==> config.mk <==
export PLATFORM = sky130hd
export DESIGN_NAME = rvDecodeTop
export DESIGN_NICKNAME = d
export VERILOG_FILES = /design/src/hw/rvDecodePkg.sv /design/src/hw/aluCtrlDecode.sv /design/src/hw/branchCtrlDecode.sv /design/src/hw/instrClassify.sv /design/src/hw/memCtrlDecode.sv /design/src/hw/rvDecodeTop.sv /design/src/hw/sysCtrlDecode.sv
export SDC_FILE = /design/constraint.sdc
export NUM_CORES = 1
export LEC_CHECK = 0
export BUFFER_PORTS_ARGS = -buffer_cell sky130_fd_sc_hd__buf_2
export CAP_MARGIN = 20
export CORE_ASPECT_RATIO = 0.5
export CORE_MARGIN = 4
export CORE_UTILIZATION = 52
export CTS_BUF_LIST = sky130_fd_sc_hd__clkbuf_8 sky130_fd_sc_hd__clkbuf_16
export DETAILED_ROUTE_END_ITERATION = 16
export PLACE_DENSITY = 0.93
export REMOVE_ABC_BUFFERS = 1
export SYNTH_ARGS = -nofsm -noshare
export SYNTH_HDL_FRONTEND = slang
export SYNTH_SLANG_ARGS = --single-unit
==> constraint.sdc <==
create_clock -name clk -period 5.2 [get_ports clk]
set_clock_uncertainty 0.15 [all_clocks]
set_input_delay 1.56 -clock clk [delete_from_list [all_inputs] [get_ports clk]]
set_output_delay 1.56 -clock clk [all_outputs]
set_load 0.05 [all_outputs]
==> src/hw/rvDecodePkg.sv <==
package rvDecodePkg;

  localparam int ilen = 32; // instruction width

  // field positions inside the instruction word
  localparam int opcodeLo = 0;
  localparam int opcodeHi = 6;
  localparam int funct3Lo = 12;
  localparam int funct3Hi = 14;
  localparam int funct7Lo = 25;
  localparam int funct7Hi = 31;
  localparam int altBit   = 30; // sra vs srl
  localparam int sysFnLo  = 20; // ecall/ebreak/mret function
  localparam int sysFnHi  = 31;

  typedef logic [opcodeHi-opcodeLo:0] opcodeT;
  typedef logic [funct3Hi-funct3Lo:0] funct3T;
  typedef logic [funct7Hi-funct7Lo:0] funct7T;
  typedef logic [sysFnHi-sysFnLo:0]   sysFnT;

  localparam opcodeT opcLui     = 7'b0110111;
  localparam opcodeT opcAuipc   = 7'b0010111;
  localparam opcodeT opcJal     = 7'b1101111;
  localparam opcodeT opcJalr    = 7'b1100111;
  localparam opcodeT opcBranch  = 7'b1100011;
  localparam opcodeT opcLoad    = 7'b0000011;
  localparam opcodeT opcStore   = 7'b0100011;
  localparam opcodeT opcOpImm   = 7'b0010011;
  localparam opcodeT opcOp      = 7'b0110011;
  localparam opcodeT opcOpImm32 = 7'b0011011;
  localparam opcodeT opcOp32    = 7'b0111011;
  localparam opcodeT opcSystem  = 7'b1110011;
  localparam opcodeT opcFenceI  = 7'b0001111;

  localparam funct7T funct7MulDiv = 7'b0000001; // M extension
  localparam funct7T funct7Alt    = 7'b0100000; // sub, subw

  localparam sysFnT sysEcall  = 12'h000;
  localparam sysFnT sysEbreak = 12'h001;
  localparam sysFnT sysMret   = 12'h302;

  typedef enum logic [3:0] {
    clsLui,
    clsAuipc,
    clsJal,
    clsJalr,
    clsBranch,
    clsLoad,
    clsStore,
    clsOpImm,
    clsOp,
    clsOpImm32,
    clsOp32,
    clsSystem,
    clsFenceI,
    clsIllegal
  } instrClassT;

  typedef logic [4:0] aluOpT; // bit 4 set for word ops
  localparam aluOpT aluAdd   = 5'b00000;
  localparam aluOpT aluSll   = 5'b00001;
  localparam aluOpT aluSlt   = 5'b00010;
  localparam aluOpT aluSltu  = 5'b00011;
  localparam aluOpT aluXor   = 5'b00100;
  localparam aluOpT aluSrl   = 5'b00101;
  localparam aluOpT aluOr    = 5'b00110;
  localparam aluOpT aluAnd   = 5'b00111;
  localparam aluOpT aluSub   = 5'b01000;
  localparam aluOpT aluMul   = 5'b01001;
  localparam aluOpT aluDivu  = 5'b01010;
  localparam aluOpT aluDiv   = 5'b01011;
  localparam aluOpT aluRemu  = 5'b01100;
  localparam aluOpT aluSra   = 5'b01101;
  localparam aluOpT aluRem   = 5'b01110;
  localparam aluOpT aluPassB = 5'b01111; // lui, result = imm
  localparam aluOpT aluAddw  = 5'b10000;
  localparam aluOpT aluSllw  = 5'b10001;
  localparam aluOpT aluSrlw  = 5'b10101;
  localparam aluOpT aluSubw  = 5'b11000;
  localparam aluOpT aluMulw  = 5'b11001;
  localparam aluOpT aluDivuw = 5'b11010;
  localparam aluOpT aluDivw  = 5'b11011;
  localparam aluOpT aluRemuw = 5'b11100;
  localparam aluOpT aluSraw  = 5'b11101;
  localparam aluOpT aluRemw  = 5'b11110;

  typedef logic [2:0] immTypeT;
  localparam immTypeT immI = 3'd0;
  localparam immTypeT immU = 3'd1;
  localparam immTypeT immS = 3'd2;
  localparam immTypeT immB = 3'd3;
  localparam immTypeT immJ = 3'd4;
  localparam immTypeT immR = 3'd5; // no immediate

  typedef logic [2:0] memOpT;
  localparam memOpT memWord   = 3'd0;
  localparam memOpT memByte   = 3'd1;
  localparam memOpT memHalf   = 3'd2;
  localparam memOpT memDouble = 3'd3;
  localparam memOpT memWordU  = 3'd4;
  localparam memOpT memByteU  = 3'd5;
  localparam memOpT memHalfU  = 3'd6;

  typedef logic [2:0] branchT;
  localparam branchT brNone = 3'd0;
  localparam branchT brJal  = 3'd1;
  localparam branchT brJalr = 3'd2;
  localparam branchT brEq   = 3'd4;
  localparam branchT brNe   = 3'd5;
  localparam branchT brLt   = 3'd6; // also bltu, alu does sltu
  localparam branchT brGe   = 3'd7; // also bgeu

  typedef logic [1:0] mulOpT;
  localparam mulOpT mulLow = 2'd0;
  localparam mulOpT mulHu  = 2'd1;
  localparam mulOpT mulHsu = 2'd2;
  localparam mulOpT mulH   = 2'd3;

  typedef logic [1:0] csrOpT;
  localparam csrOpT csrWrite = 2'd0;
  localparam csrOpT csrSet   = 2'd1;
  localparam csrOpT csrClear = 2'd2;

  localparam logic       srcAPc   = 1'b0;
  localparam logic       srcARs1  = 1'b1;
  localparam logic [1:0] srcBRs2  = 2'd0;
  localparam logic [1:0] srcBImm  = 2'd1;
  localparam logic [1:0] srcBFour = 2'd2; // link address pc+4

endpackage

==> src/hw/aluCtrlDecode.sv <==
`timescale 1ns/1ps

module aluCtrlDecode (
  input  logic [rvDecodePkg::ilen-1:0] instr_i,
  input  rvDecodePkg::instrClassT      cls_i,
  output logic                         aluSrcA_o,
  output logic [1:0]                   aluSrcB_o,
  output rvDecodePkg::aluOpT           aluOp_o,
  output rvDecodePkg::mulOpT           mulOp_o
);
  import rvDecodePkg::*;

  funct3T funct3;
  funct7T funct7;
  logic   alt;      // arithmetic shift
  logic   subSel;   // sub/subw, register forms only
  logic   isMulDiv;
  aluOpT  intOp;    // op / op-imm table
  aluOpT  wordOp;   // op-32 / op-imm-32 table
  aluOpT  mdOp;     // mul/div/rem
  mulOpT  mdMul;
  aluOpT  mdwOp;    // mulw/divw/remw

  assign funct3   = instr_i[funct3Hi:funct3Lo];
  assign funct7   = instr_i[funct7Hi:funct7Lo];
  assign alt      = instr_i[altBit];
  assign subSel   = (funct7 == funct7Alt) && ((cls_i == clsOp) || (cls_i == clsOp32));
  assign isMulDiv = (funct7 == funct7MulDiv);

  always_comb begin
    case (funct3)
      3'b000:  intOp = subSel ? aluSub : aluAdd;
      3'b001:  intOp = aluSll;
      3'b010:  intOp = aluSlt;
      3'b011:  intOp = aluSltu;
      3'b100:  intOp = aluXor;
      3'b101:  intOp = alt ? aluSra : aluSrl;
      3'b110:  intOp = aluOr;
      default: intOp = aluAnd;
    endcase
  end

  always_comb begin
    case (funct3)
      3'b000:  wordOp = subSel ? aluSubw : aluAddw;
      3'b001:  wordOp = aluSllw;
      default: wordOp = alt ? aluSraw : aluSrlw; // 101 rule
    endcase
  end

  always_comb begin
    mdOp  = aluMul;
    mdMul = mulLow;
    case (funct3)
      3'b001:  mdMul = mulH;
      3'b010:  mdMul = mulHsu;
      3'b011:  mdMul = mulHu;
      3'b100:  mdOp  = aluDiv;
      3'b101:  mdOp  = aluDivu;
      3'b110:  mdOp  = aluRem;
      3'b111:  mdOp  = aluRemu;
      default: mdOp  = aluMul; // plain mul
    endcase
  end

  always_comb begin
    case (funct3)
      3'b100:  mdwOp = aluDivw;
      3'b101:  mdwOp = aluDivuw;
      3'b110:  mdwOp = aluRemw;
      3'b111:  mdwOp = aluRemuw;
      default: mdwOp = aluMulw;
    endcase
  end

  always_comb begin
    aluSrcA_o = srcARs1;
    aluSrcB_o = srcBRs2;
    aluOp_o   = aluAdd;
    mulOp_o   = mulLow;
    case (cls_i)
      clsLui: begin
        aluSrcB_o = srcBImm;
        aluOp_o   = aluPassB;
      end
      clsAuipc: begin
        aluSrcA_o = srcAPc;
        aluSrcB_o = srcBImm;
      end
      clsJal, clsJalr: begin
        aluSrcA_o = srcAPc; // link value pc+4
        aluSrcB_o = srcBFour;
      end
      clsBranch:                   aluOp_o   = funct3[1] ? aluSltu : aluSlt;
      clsLoad, clsStore, clsSystem: aluSrcB_o = srcBImm; // address / csr operand
      clsOpImm: begin
        aluSrcB_o = srcBImm;
        aluOp_o   = intOp;
      end
      clsOpImm32: begin
        aluSrcB_o = srcBImm;
        aluOp_o   = wordOp;
      end
      clsOp: begin
        aluOp_o = isMulDiv ? mdOp : intOp;
        mulOp_o = isMulDiv ? mdMul : mulLow;
      end
      clsOp32:                     aluOp_o   = isMulDiv ? mdwOp : wordOp;
      default:                     aluOp_o   = aluAdd; // fence.i, illegal
    endcase
  end

endmodule

==> src/hw/branchCtrlDecode.sv <==
`timescale 1ns/1ps

module branchCtrlDecode (
  input  logic [rvDecodePkg::ilen-1:0] instr_i,
  input  rvDecodePkg::instrClassT      cls_i,
  output rvDecodePkg::branchT          branch_o
);
  import rvDecodePkg::*;

  funct3T funct3;
  branchT condKind; // conditional branch kind

  assign funct3 = instr_i[funct3Hi:funct3Lo];

  // signed and unsigned compares share a kind
  always_comb begin
    case (funct3)
      3'b000:         condKind = brEq;
      3'b001:         condKind = brNe;
      3'b100, 3'b110: condKind = brLt;
      3'b101, 3'b111: condKind = brGe;
      default:        condKind = brNone; // reserved funct3
    endcase
  end

  always_comb begin
    case (cls_i)
      clsJal:    branch_o = brJal;
      clsJalr:   branch_o = brJalr;
      clsBranch: branch_o = condKind;
      default:   branch_o = brNone;
    endcase
  end

endmodule

==> src/hw/instrClassify.sv <==
`timescale 1ns/1ps

module instrClassify (
  input  logic [rvDecodePkg::ilen-1:0] instr_i,
  output rvDecodePkg::instrClassT      cls_o,
  output rvDecodePkg::immTypeT         immType_o,
  output logic                         regWen_o,
  output logic                         illegal_o
);
  import rvDecodePkg::*;

  opcodeT opcode;
  funct3T funct3;
  sysFnT  sysFn;
  logic   sysFnOk; // one of the three traps
  logic   sysTrap; // funct3 000, no rd write

  assign opcode  = instr_i[opcodeHi:opcodeLo];
  assign funct3  = instr_i[funct3Hi:funct3Lo];
  assign sysFn   = instr_i[sysFnHi:sysFnLo];
  assign sysFnOk = (sysFn == sysEcall) || (sysFn == sysEbreak) || (sysFn == sysMret);
  assign sysTrap = (funct3 == 3'b000);

  // opcode to class, bad funct3 combos fall to illegal
  always_comb begin
    cls_o = clsIllegal;
    case (opcode)
      opcLui:     cls_o = clsLui;
      opcAuipc:   cls_o = clsAuipc;
      opcJal:     cls_o = clsJal;
      opcJalr:    cls_o = clsJalr;
      opcBranch: begin
        if (funct3[2:1] != 2'b01) cls_o = clsBranch; // 010/011 reserved
      end
      opcLoad: begin
        if (funct3 != 3'b111) cls_o = clsLoad;
      end
      opcStore: begin
        if (!funct3[2]) cls_o = clsStore; // sb..sd only
      end
      opcOpImm:   cls_o = clsOpImm;
      opcOp:      cls_o = clsOp;
      opcOpImm32: cls_o = clsOpImm32;
      opcOp32:    cls_o = clsOp32;
      opcSystem: begin
        if (funct3 == 3'b100) begin
          cls_o = clsIllegal;
        end else if (sysTrap && !sysFnOk) begin
          cls_o = clsIllegal; // unknown trap function
        end else begin
          cls_o = clsSystem;
        end
      end
      opcFenceI:  cls_o = clsFenceI;
      default:    cls_o = clsIllegal;
    endcase
  end

  // immediate format and rd write follow the class
  always_comb begin
    immType_o = immI;
    regWen_o  = 1'b1;
    case (cls_o)
      clsLui, clsAuipc: immType_o = immU;
      clsJal:           immType_o = immJ;
      clsBranch: begin
        immType_o = immB;
        regWen_o  = 1'b0;
      end
      clsStore: begin
        immType_o = immS;
        regWen_o  = 1'b0;
      end
      clsOp, clsOp32:   immType_o = immR;
      clsSystem:        regWen_o  = !sysTrap; // csr ops write rd
      clsFenceI:        regWen_o  = 1'b0;
      clsIllegal:       regWen_o  = 1'b0;
      default:          regWen_o  = 1'b1; // jalr, loads, op-imm
    endcase
  end

  assign illegal_o = (cls_o == clsIllegal);

endmodule

==> src/hw/memCtrlDecode.sv <==
`timescale 1ns/1ps

module memCtrlDecode (
  input  logic [rvDecodePkg::ilen-1:0] instr_i,
  input  rvDecodePkg::instrClassT      cls_i,
  output rvDecodePkg::memOpT           memOp_o,
  output logic                         memWen_o,
  output logic                         memToReg_o
);
  import rvDecodePkg::*;

  funct3T funct3;
  memOpT  accKind; // size and sign from funct3
  logic   isMem;

  assign funct3 = instr_i[funct3Hi:funct3Lo];
  assign isMem  = (cls_i == clsLoad) || (cls_i == clsStore);

  always_comb begin
    case (funct3)
      3'b000:  accKind = memByte;
      3'b001:  accKind = memHalf;
      3'b010:  accKind = memWord;
      3'b011:  accKind = memDouble;
      3'b100:  accKind = memByteU;
      3'b101:  accKind = memHalfU;
      3'b110:  accKind = memWordU;
      default: accKind = memWord; // 111 never legal
    endcase
  end

  assign memOp_o    = isMem ? accKind : memWord;
  assign memWen_o   = (cls_i == clsStore);
  assign memToReg_o = (cls_i == clsLoad); // rd from load data

endmodule

==> src/hw/rvDecodeTop.sv <==
`timescale 1ns/1ps

module rvDecodeTop (
  input  logic                         clk,
  input  logic                         rst_i,
  input  logic                         valid_i,
  input  logic [rvDecodePkg::ilen-1:0] instr_i,
  output logic                         valid_o,
  output logic                         aluSrcA_o,
  output logic [1:0]                   aluSrcB_o,
  output rvDecodePkg::aluOpT           aluOp_o,
  output rvDecodePkg::mulOpT           mulOp_o,
  output rvDecodePkg::immTypeT         immType_o,
  output rvDecodePkg::branchT          branch_o,
  output rvDecodePkg::memOpT           memOp_o,
  output logic                         memWen_o,
  output logic                         memToReg_o,
  output logic                         regWen_o,
  output logic                         csrWen_o,
  output logic                         csrToReg_o,
  output rvDecodePkg::csrOpT           csrOp_o,
  output logic                         csrImm_o,
  output logic                         ecall_o,
  output logic                         ebreak_o,
  output logic                         mret_o,
  output logic                         fenceI_o,
  output logic                         illegal_o
);
  import rvDecodePkg::*;

  instrClassT decCls;
  immTypeT    decImmType;
  logic       decRegWen;
  logic       decIllegal;
  logic       decAluSrcA;
  logic [1:0] decAluSrcB;
  aluOpT      decAluOp;
  mulOpT      decMulOp;
  memOpT      decMemOp;
  logic       decMemWen;
  logic       decMemToReg;
  branchT     decBranch;
  logic       decEcall;
  logic       decEbreak;
  logic       decMret;
  logic       decCsrWen;
  logic       decCsrToReg;
  csrOpT      decCsrOp;
  logic       decCsrImm;
  logic       decFenceI;

  instrClassify uClassify (
    .instr_i   (instr_i),
    .cls_o     (decCls),
    .immType_o (decImmType),
    .regWen_o  (decRegWen),
    .illegal_o (decIllegal)
  );

  aluCtrlDecode uAlu (
    .instr_i   (instr_i),
    .cls_i     (decCls),
    .aluSrcA_o (decAluSrcA),
    .aluSrcB_o (decAluSrcB),
    .aluOp_o   (decAluOp),
    .mulOp_o   (decMulOp)
  );

  memCtrlDecode uMem (
    .instr_i    (instr_i),
    .cls_i      (decCls),
    .memOp_o    (decMemOp),
    .memWen_o   (decMemWen),
    .memToReg_o (decMemToReg)
  );

  branchCtrlDecode uBranch (
    .instr_i  (instr_i),
    .cls_i    (decCls),
    .branch_o (decBranch)
  );

  sysCtrlDecode uSys (
    .instr_i    (instr_i),
    .cls_i      (decCls),
    .ecall_o    (decEcall),
    .ebreak_o   (decEbreak),
    .mret_o     (decMret),
    .csrWen_o   (decCsrWen),
    .csrToReg_o (decCsrToReg),
    .csrOp_o    (decCsrOp),
    .csrImm_o   (decCsrImm),
    .fenceI_o   (decFenceI)
  );

  // decode stage register, a bubble kills every side effect
  always_ff @(posedge clk) begin
    if (rst_i) begin
      valid_o    <= 1'b0;
      regWen_o   <= 1'b0;
      memWen_o   <= 1'b0;
      memToReg_o <= 1'b0;
      csrWen_o   <= 1'b0;
      csrToReg_o <= 1'b0;
      ecall_o    <= 1'b0;
      ebreak_o   <= 1'b0;
      mret_o     <= 1'b0;
      fenceI_o   <= 1'b0;
      illegal_o  <= 1'b0;
    end else begin
      valid_o    <= valid_i;
      regWen_o   <= valid_i & decRegWen;
      memWen_o   <= valid_i & decMemWen;
      memToReg_o <= valid_i & decMemToReg;
      csrWen_o   <= valid_i & decCsrWen;
      csrToReg_o <= valid_i & decCsrToReg;
      ecall_o    <= valid_i & decEcall;
      ebreak_o   <= valid_i & decEbreak;
      mret_o     <= valid_i & decMret;
      fenceI_o   <= valid_i & decFenceI;
      illegal_o  <= valid_i & decIllegal; // trap only on a real instr
    end
  end

  // operand and format fields, loaded every cycle
  always_ff @(posedge clk) begin
    aluSrcA_o <= decAluSrcA;
    aluSrcB_o <= decAluSrcB;
    aluOp_o   <= decAluOp;
    mulOp_o   <= decMulOp;
    immType_o <= decImmType;
    branch_o  <= decBranch;
    memOp_o   <= decMemOp;
    csrOp_o   <= decCsrOp;
    csrImm_o  <= decCsrImm;
  end

endmodule

==> src/hw/sysCtrlDecode.sv <==
`timescale 1ns/1ps

module sysCtrlDecode (
  input  logic [rvDecodePkg::ilen-1:0] instr_i,
  input  rvDecodePkg::instrClassT      cls_i,
  output logic                         ecall_o,
  output logic                         ebreak_o,
  output logic                         mret_o,
  output logic                         csrWen_o,
  output logic                         csrToReg_o,
  output rvDecodePkg::csrOpT           csrOp_o,
  output logic                         csrImm_o,
  output logic                         fenceI_o
);
  import rvDecodePkg::*;

  funct3T funct3;
  sysFnT  sysFn;
  logic   isTrap; // system, funct3 000
  logic   isCsr;  // csrrw..csrrci
  csrOpT  csrKind;

  assign funct3 = instr_i[funct3Hi:funct3Lo];
  assign sysFn  = instr_i[sysFnHi:sysFnLo];
  assign isTrap = (cls_i == clsSystem) && (funct3 == 3'b000);
  assign isCsr  = (cls_i == clsSystem) && (funct3 != 3'b000);

  // funct3[1:0] picks the op, 00 never reaches here
  always_comb begin
    case (funct3[1:0])
      2'b10:   csrKind = csrSet;
      2'b11:   csrKind = csrClear;
      default: csrKind = csrWrite;
    endcase
  end

  assign ecall_o    = isTrap && (sysFn == sysEcall);
  assign ebreak_o   = isTrap && (sysFn == sysEbreak);
  assign mret_o     = isTrap && (sysFn == sysMret);
  assign csrWen_o   = isCsr;
  assign csrToReg_o = isCsr; // old csr value to rd
  assign csrOp_o    = isCsr ? csrKind : csrWrite;
  assign csrImm_o   = isCsr && funct3[2]; // uimm in rs1 field
  assign fenceI_o   = (cls_i == clsFenceI);

endmodule

## Word-level counts from Yosys, hierarchy flattened

Index checks and enable logic that the tools add are counted.

- Reduce and logical (&&, ||, !) cells: 27
- Muxes and demuxes: 27
- Eq/ne operators: 41
- Bitwise operators: 9

Operators by type and width:

| cell | count |
|---|---|
| $pmux 4 s13 | 1 |
| $pmux 3 s4 | 3 |
| $eq 7x6->1 const B | 5 |
| $pmux 5 s7 | 1 |
| $mux 4 | 8 |
| $pmux 5 s6 | 1 |
| $eq 7x7->1 const B | 4 |
| $eq 4x4->1 const B | 6 |
| $eq 7x5->1 const B | 3 |
| $pmux 3 s6 | 1 |
| $eq 4x3->1 const B | 4 |
| $pmux 3 s5 | 1 |
| $eq 12x1->1 const B | 1 |
| $eq 12x10->1 const B | 1 |
| $eq 3x3->1 const B | 4 |
| $logic_not 12->1 | 1 |
| $mux 5 | 2 |
| $pmux 5 s2 | 1 |
| $reduce_or 2->1 | 5 |
| $and 1x1->1 | 9 |
| $pmux 3 s3 | 1 |
| $eq 4x2->1 const B | 2 |
| $logic_and 1x1->1 | 8 |
| $pmux 2 s2 | 2 |
| other kinds (22) | 29 |

- Input port bits: 35
- Bits in registers: 32
- Output and inout bits: 33
- Word-level logic and storage cells: 123

## Depth between registers and ports, before layout

- Depth after elaboration: 15
- Mapped depth: 8
- Mapped depth without buffers: 6

## Modules after synthesis

From an unflattened synthesis, not the netlist that was laid out.

- Cell total of the unflattened synthesis: 215
- Area, all modules: 1,941.9 µm²

Modules (own cells, without submodules):

| module | times used | sequential area each (µm²) | area an instance (µm²) | cells an instance |
|---|---|---|---|---|
| rvDecodeTop | 1 | 660.6 | 770.7 | 46 |
| instrClassify | 1 | 0.0 | 476.7 | 67 |
| aluCtrlDecode | 1 | 0.0 | 404.1 | 60 |
| sysCtrlDecode | 1 | 0.0 | 143.9 | 21 |
| memCtrlDecode | 1 | 0.0 | 88.8 | 11 |
| branchCtrlDecode | 1 | 0.0 | 57.6 | 10 |

## Worst setup path before layout

Ideal clock, no wire load.

- Path kind: input to register
- From: in instr_i[2] (netlist name)
- To: reg illegal_o
- Data arrival time: 2.888 ns
- Cell stages on the path: 7
- Library setup time: 0.115 ns
- Path buffers: 1
- Required time: 4.935 ns
- Path slack: 2.047 ns
- Cells stage by stage: buf_6 -> nor2_1 -> nand4_1 -> a21o_1 -> and2_1 -> and4_1 -> and2_1

- Longest elaborated chain between the ends: 4
- Elaborated cells between the ends (all ways): 16
- Classes of those cells: eq/ne: 14; mux: 1; bitwise: 1

Ends and longest elaborated chain:

| item | RTL line | RTL |
|---|---|---|
| from (decl) | rvDecodeTop.sv:7 | `input logic [rvDecodePkg::ilen-1:0] instr_i,` |
| $eq 7x4->1 (tied with other cells) | instrClassify.sv:27 | `case (opcode)` |
| $pmux 4 s13 (*) | instrClassify.sv:27 |  |
| $eq 4x4->1 (*) | instrClassify.sv:82 | `assign illegal_o = (cls_o == clsIllegal);` |
| $and 1x1->1 (*) | rvDecodeTop.sv:121 | `illegal_o <= valid_i & decIllegal;` |
| to (signal assigned) | rvDecodeTop.sv:121 |  |
| to (decl) | rvDecodeTop.sv:27 | `output logic illegal_o` |

Every way passes the cells marked *; elsewhere a longest branch is shown, timed or not.
A chain may end at the register's enable or synchronous reset.

## Worst setup path after layout

- From: in instr_i[2] (netlist name)
- To: reg aluOp_o[1]

- Longest elaborated chain between the ends: 4
- Elaborated cells between the ends (all ways): 21
- Classes of those cells: eq/ne: 18; mux: 2; reduce/logical: 1

Ends and longest elaborated chain:

| item | RTL line | RTL |
|---|---|---|
| $eq 7x4->1 (tied with other cells) | instrClassify.sv:27 |  |
| $pmux 4 s13 (*) | instrClassify.sv:27 |  |
| $eq 4x4->1 (tied with other cells) | aluCtrlDecode.sv:81 | `case (cls_i)` |
| $pmux 5 s6 (*) | aluCtrlDecode.sv:81 |  |
| via decAluOp[1] | rvDecodeTop.sv:37 | `aluOpT decAluOp;` |
| to (signal assigned) | rvDecodeTop.sv:129 | `aluOp_o <= decAluOp;` |
| to (decl) | rvDecodeTop.sv:11 | `output rvDecodePkg::aluOpT aluOp_o,` |

Mark *: on every way through the listed nets, which the timed path passes. The rest lies on a longest branch.

==> flow_summary.ini <==
[cts]
cts_tree = yes
holdBufCountCts = 0
ctsRootBufferMaster = clkbuf_8
clkTransAtPathRegs_ns = 0.06
post_cts_setup_repair_bufs = 0
clock_path_buffers = 2
htreeDepth = 2
cts_made_buffers = 5
post_cts_resize_count = 0
clock-sinks = 32

[worst_setup_path]
worstPathRequired_ns = 5.22
worst-path-max-fanout = 18
cp-start-kind = primary input
worstSetupPathType = in2reg
crit_end_element = flop
critical_path_arrival_ns = 3.41

[cells_and_area]
layout-drive-gt1-share_pct = 33.1
design_area_sq_um = 2130
insertedDiodeCount = 0
layoutNonFillerInstCount = 297
final_net_count = 291
area_growth_syn_to_layout_pct = 19.0

[power]
p_int_uw = 417
power-per-cell-area_nw_per_um2 = 267
share_of_power_burned_in_registers_pct = 44.1
power.ir.vdd_worst_mv = 0.140
p_leak_uw = 0.000968
fraction_of_power_consumed_by_the_clock_network_pct = 40.0
switching_share_pct = 26.6
share_comb_of_total_power_pct = 15.9
switching_power_uw = 151

[sta]
max_slew_margin_pct = 67.3
timing.final.crit_period_ns = 3.39
worstMarginPinSlew_ns = 0.490
tns_ns = 0
slew_violations = 0
period_utilisation_layout_pct = 65.2
setup_viol = 0
timing.final.hold_violations = 0
rsz0062_at_grt = no
timing.fmax_ghz = 0.295
timing.final.ws_setup_ns = 1.81

[synth]
synth.cell_area_sq_um = 1790
synth.yosys.warnings = 0
ys_dominant_reg_cell = dfxtp_1
synth-edff-count = 0
seq_area_frac_synth_pct = 35.8
syn_area_per_cell_sq_um = 8.72
ys_seq_elements = 32
async_flop_share_pct = 0
synth_cell_type_count = 62
synthCells = 205

[worst_hold_path]
min-delay-path-class = in2reg

[floorplan]
floorplan.core_area_sq_um = 3140
floorplan.initialDensity_pct = 57.0
die_height_microns = 49.5
dieArea_sq_um = 4500
die-width_microns = 90.9
pin_count = 68
floorplan.rows = 14

[placement]
finalWeightedCongestion = 0.959
minimum_setup_slack_after_placement_ns = 1.63
place_hpwl_mm = 3.66
dpl.cell_count = 289
buffer_ports.inserted = 57
dpl-instance-area_sq_um = 2020

[route]
route.detailed.vias_per_inst = 6.26
vias = 1858
routed_wire_length_per_instance_microns = 17.2
dr.first_iter.drc_count = 224
first_pass_iters = 5
ant_nets = 0
drt_drc_violations_left = 0
finalWirelength_mm = 5.11

[flow_run]
cap_violations = 0

[grt]
grt_pass1_vias = 1666
overflow = 0
grtUsageTotal_pct = 23.0
largest_net_degree_at_the_start_of_global_routing = 19
antenna_found_initial = 0
grt_first_pass_wirelength_mm = 8.15

[outcome]
run_status = finished clean
## power groups by stage
stage	registers, uW	clock network, uW	logic (uW)
after floorplan	271	0	38.0
after global placement	255	0	85.0
after detailed placement	256	0	87.5
after CTS	250	229	88.4
after global routing	251	248	95.9
final	250	227	90.3
## final timing paths
| kind | start | to | depth (start not counted) |
|---|---|---|---|
| worst max-delay path | instr_i[2] | aluOp_o[1]$_DFF_P_ | 7 |
| worst min-delay path | instr_i[20] | ebreak_o$_SDFF_PP0_ | 2 |
## logic make-up (layout without fill, tap and decap cells)
family,after synthesis,after routing,synth area share [%]
compound gates,43,43,18.3
buf+inv,19,71,7.07
simple gates,106,106,36.3
flops,32,32,35.8
mux,2,2,1.12
xor+xnor,3,3,1.47
## layer usage
layer / track usage (%) / part of all wire, %
met5: 0 / 0
met4: 12.3 / 5.5
met3: 8.51 / 13
met2: 33.6 / 42
met1: 29.5 / 39
## stage by stage
| stage | power, uW | hold slack [ns] | util (%) |
|---|---|---|---|
| floorplan | 309 | 1.50 | - |
| global placement | 340 | 1.66 | 64.4 |
| detailed placement | 343 | 1.67 | 64.4 |
| CTS | 567 | 1.37 | 67.8 |
| global route | 595 | 1.38 | 67.8 |
| finish | 568 | 1.38 | 67.8 |
## cells in the mapped netlist (all sizes together), types with 3 or more instances
master / count / area share (%)
o31ai: 3 / 1.3
inv: 6 / 1.3
and2: 5 / 2.0
nand3: 8 / 2.2
buf: 11 / 5.4
and3: 3 / 1.1
nor3: 12 / 4.5
nor2b: 4 / 1.4
o211ai: 3 / 1.3
and3b: 3 / 1.5
and4: 4 / 2.1
nand2: 14 / 3.4
a21oi: 7 / 2.0
nand2b: 4 / 1.4
nor2: 24 / 5.2
a22o: 3 / 1.5
nand4: 4 / 1.4
dfxtp: 32 / 36
a21o: 4 / 1.7
nor4: 7 / 3.6
o21ai: 9 / 2.9
## area by class of cell
cell class                      count  area, sq um
Clock inverter                      3         38.8
Tap cell                           40         50.0
Inverter                            6         22.5
Multi-Input combinational cell    154         1020
Fill cell                         240         1010
Timing Repair Buffer               57          285
Clock buffer                        5         68.8
Sequential cell                    32          641
## layout by cell type, fill, tap and decap left out, drive strengths merged, types with 3 or more instances in the layout
cell type	n
a21o	4
a21oi	7
a22o	3
and2	5
and3	3
and3b	3
and4	4
buf	57
clkbuf	5
dfxtp	32
inv	7
nand2	14
nand2b	4
nand3	8
nand4	4
nor2	24
nor2b	4
nor3	12
nor4	7
o211ai	3
o21ai	9
o31ai	3
## state kept, by name, indices dropped and copies added (netlist names), 2 cells and up
register   cells
aluOp_o        5
branch_o       3
immType_o      3
memOp_o        3
aluSrcB_o      2
csrOp_o        2
mulOp_o        2
## critical path, stage by stage
cell and delay [ns]:
buf_2 0.21, nor2_1 0.35, nand4_1 0.35, a21o_1 0.35
nand2_4 0.12, nor2_1 0.08, a221o_1 0.38
(Power assumes the default switching activity.)
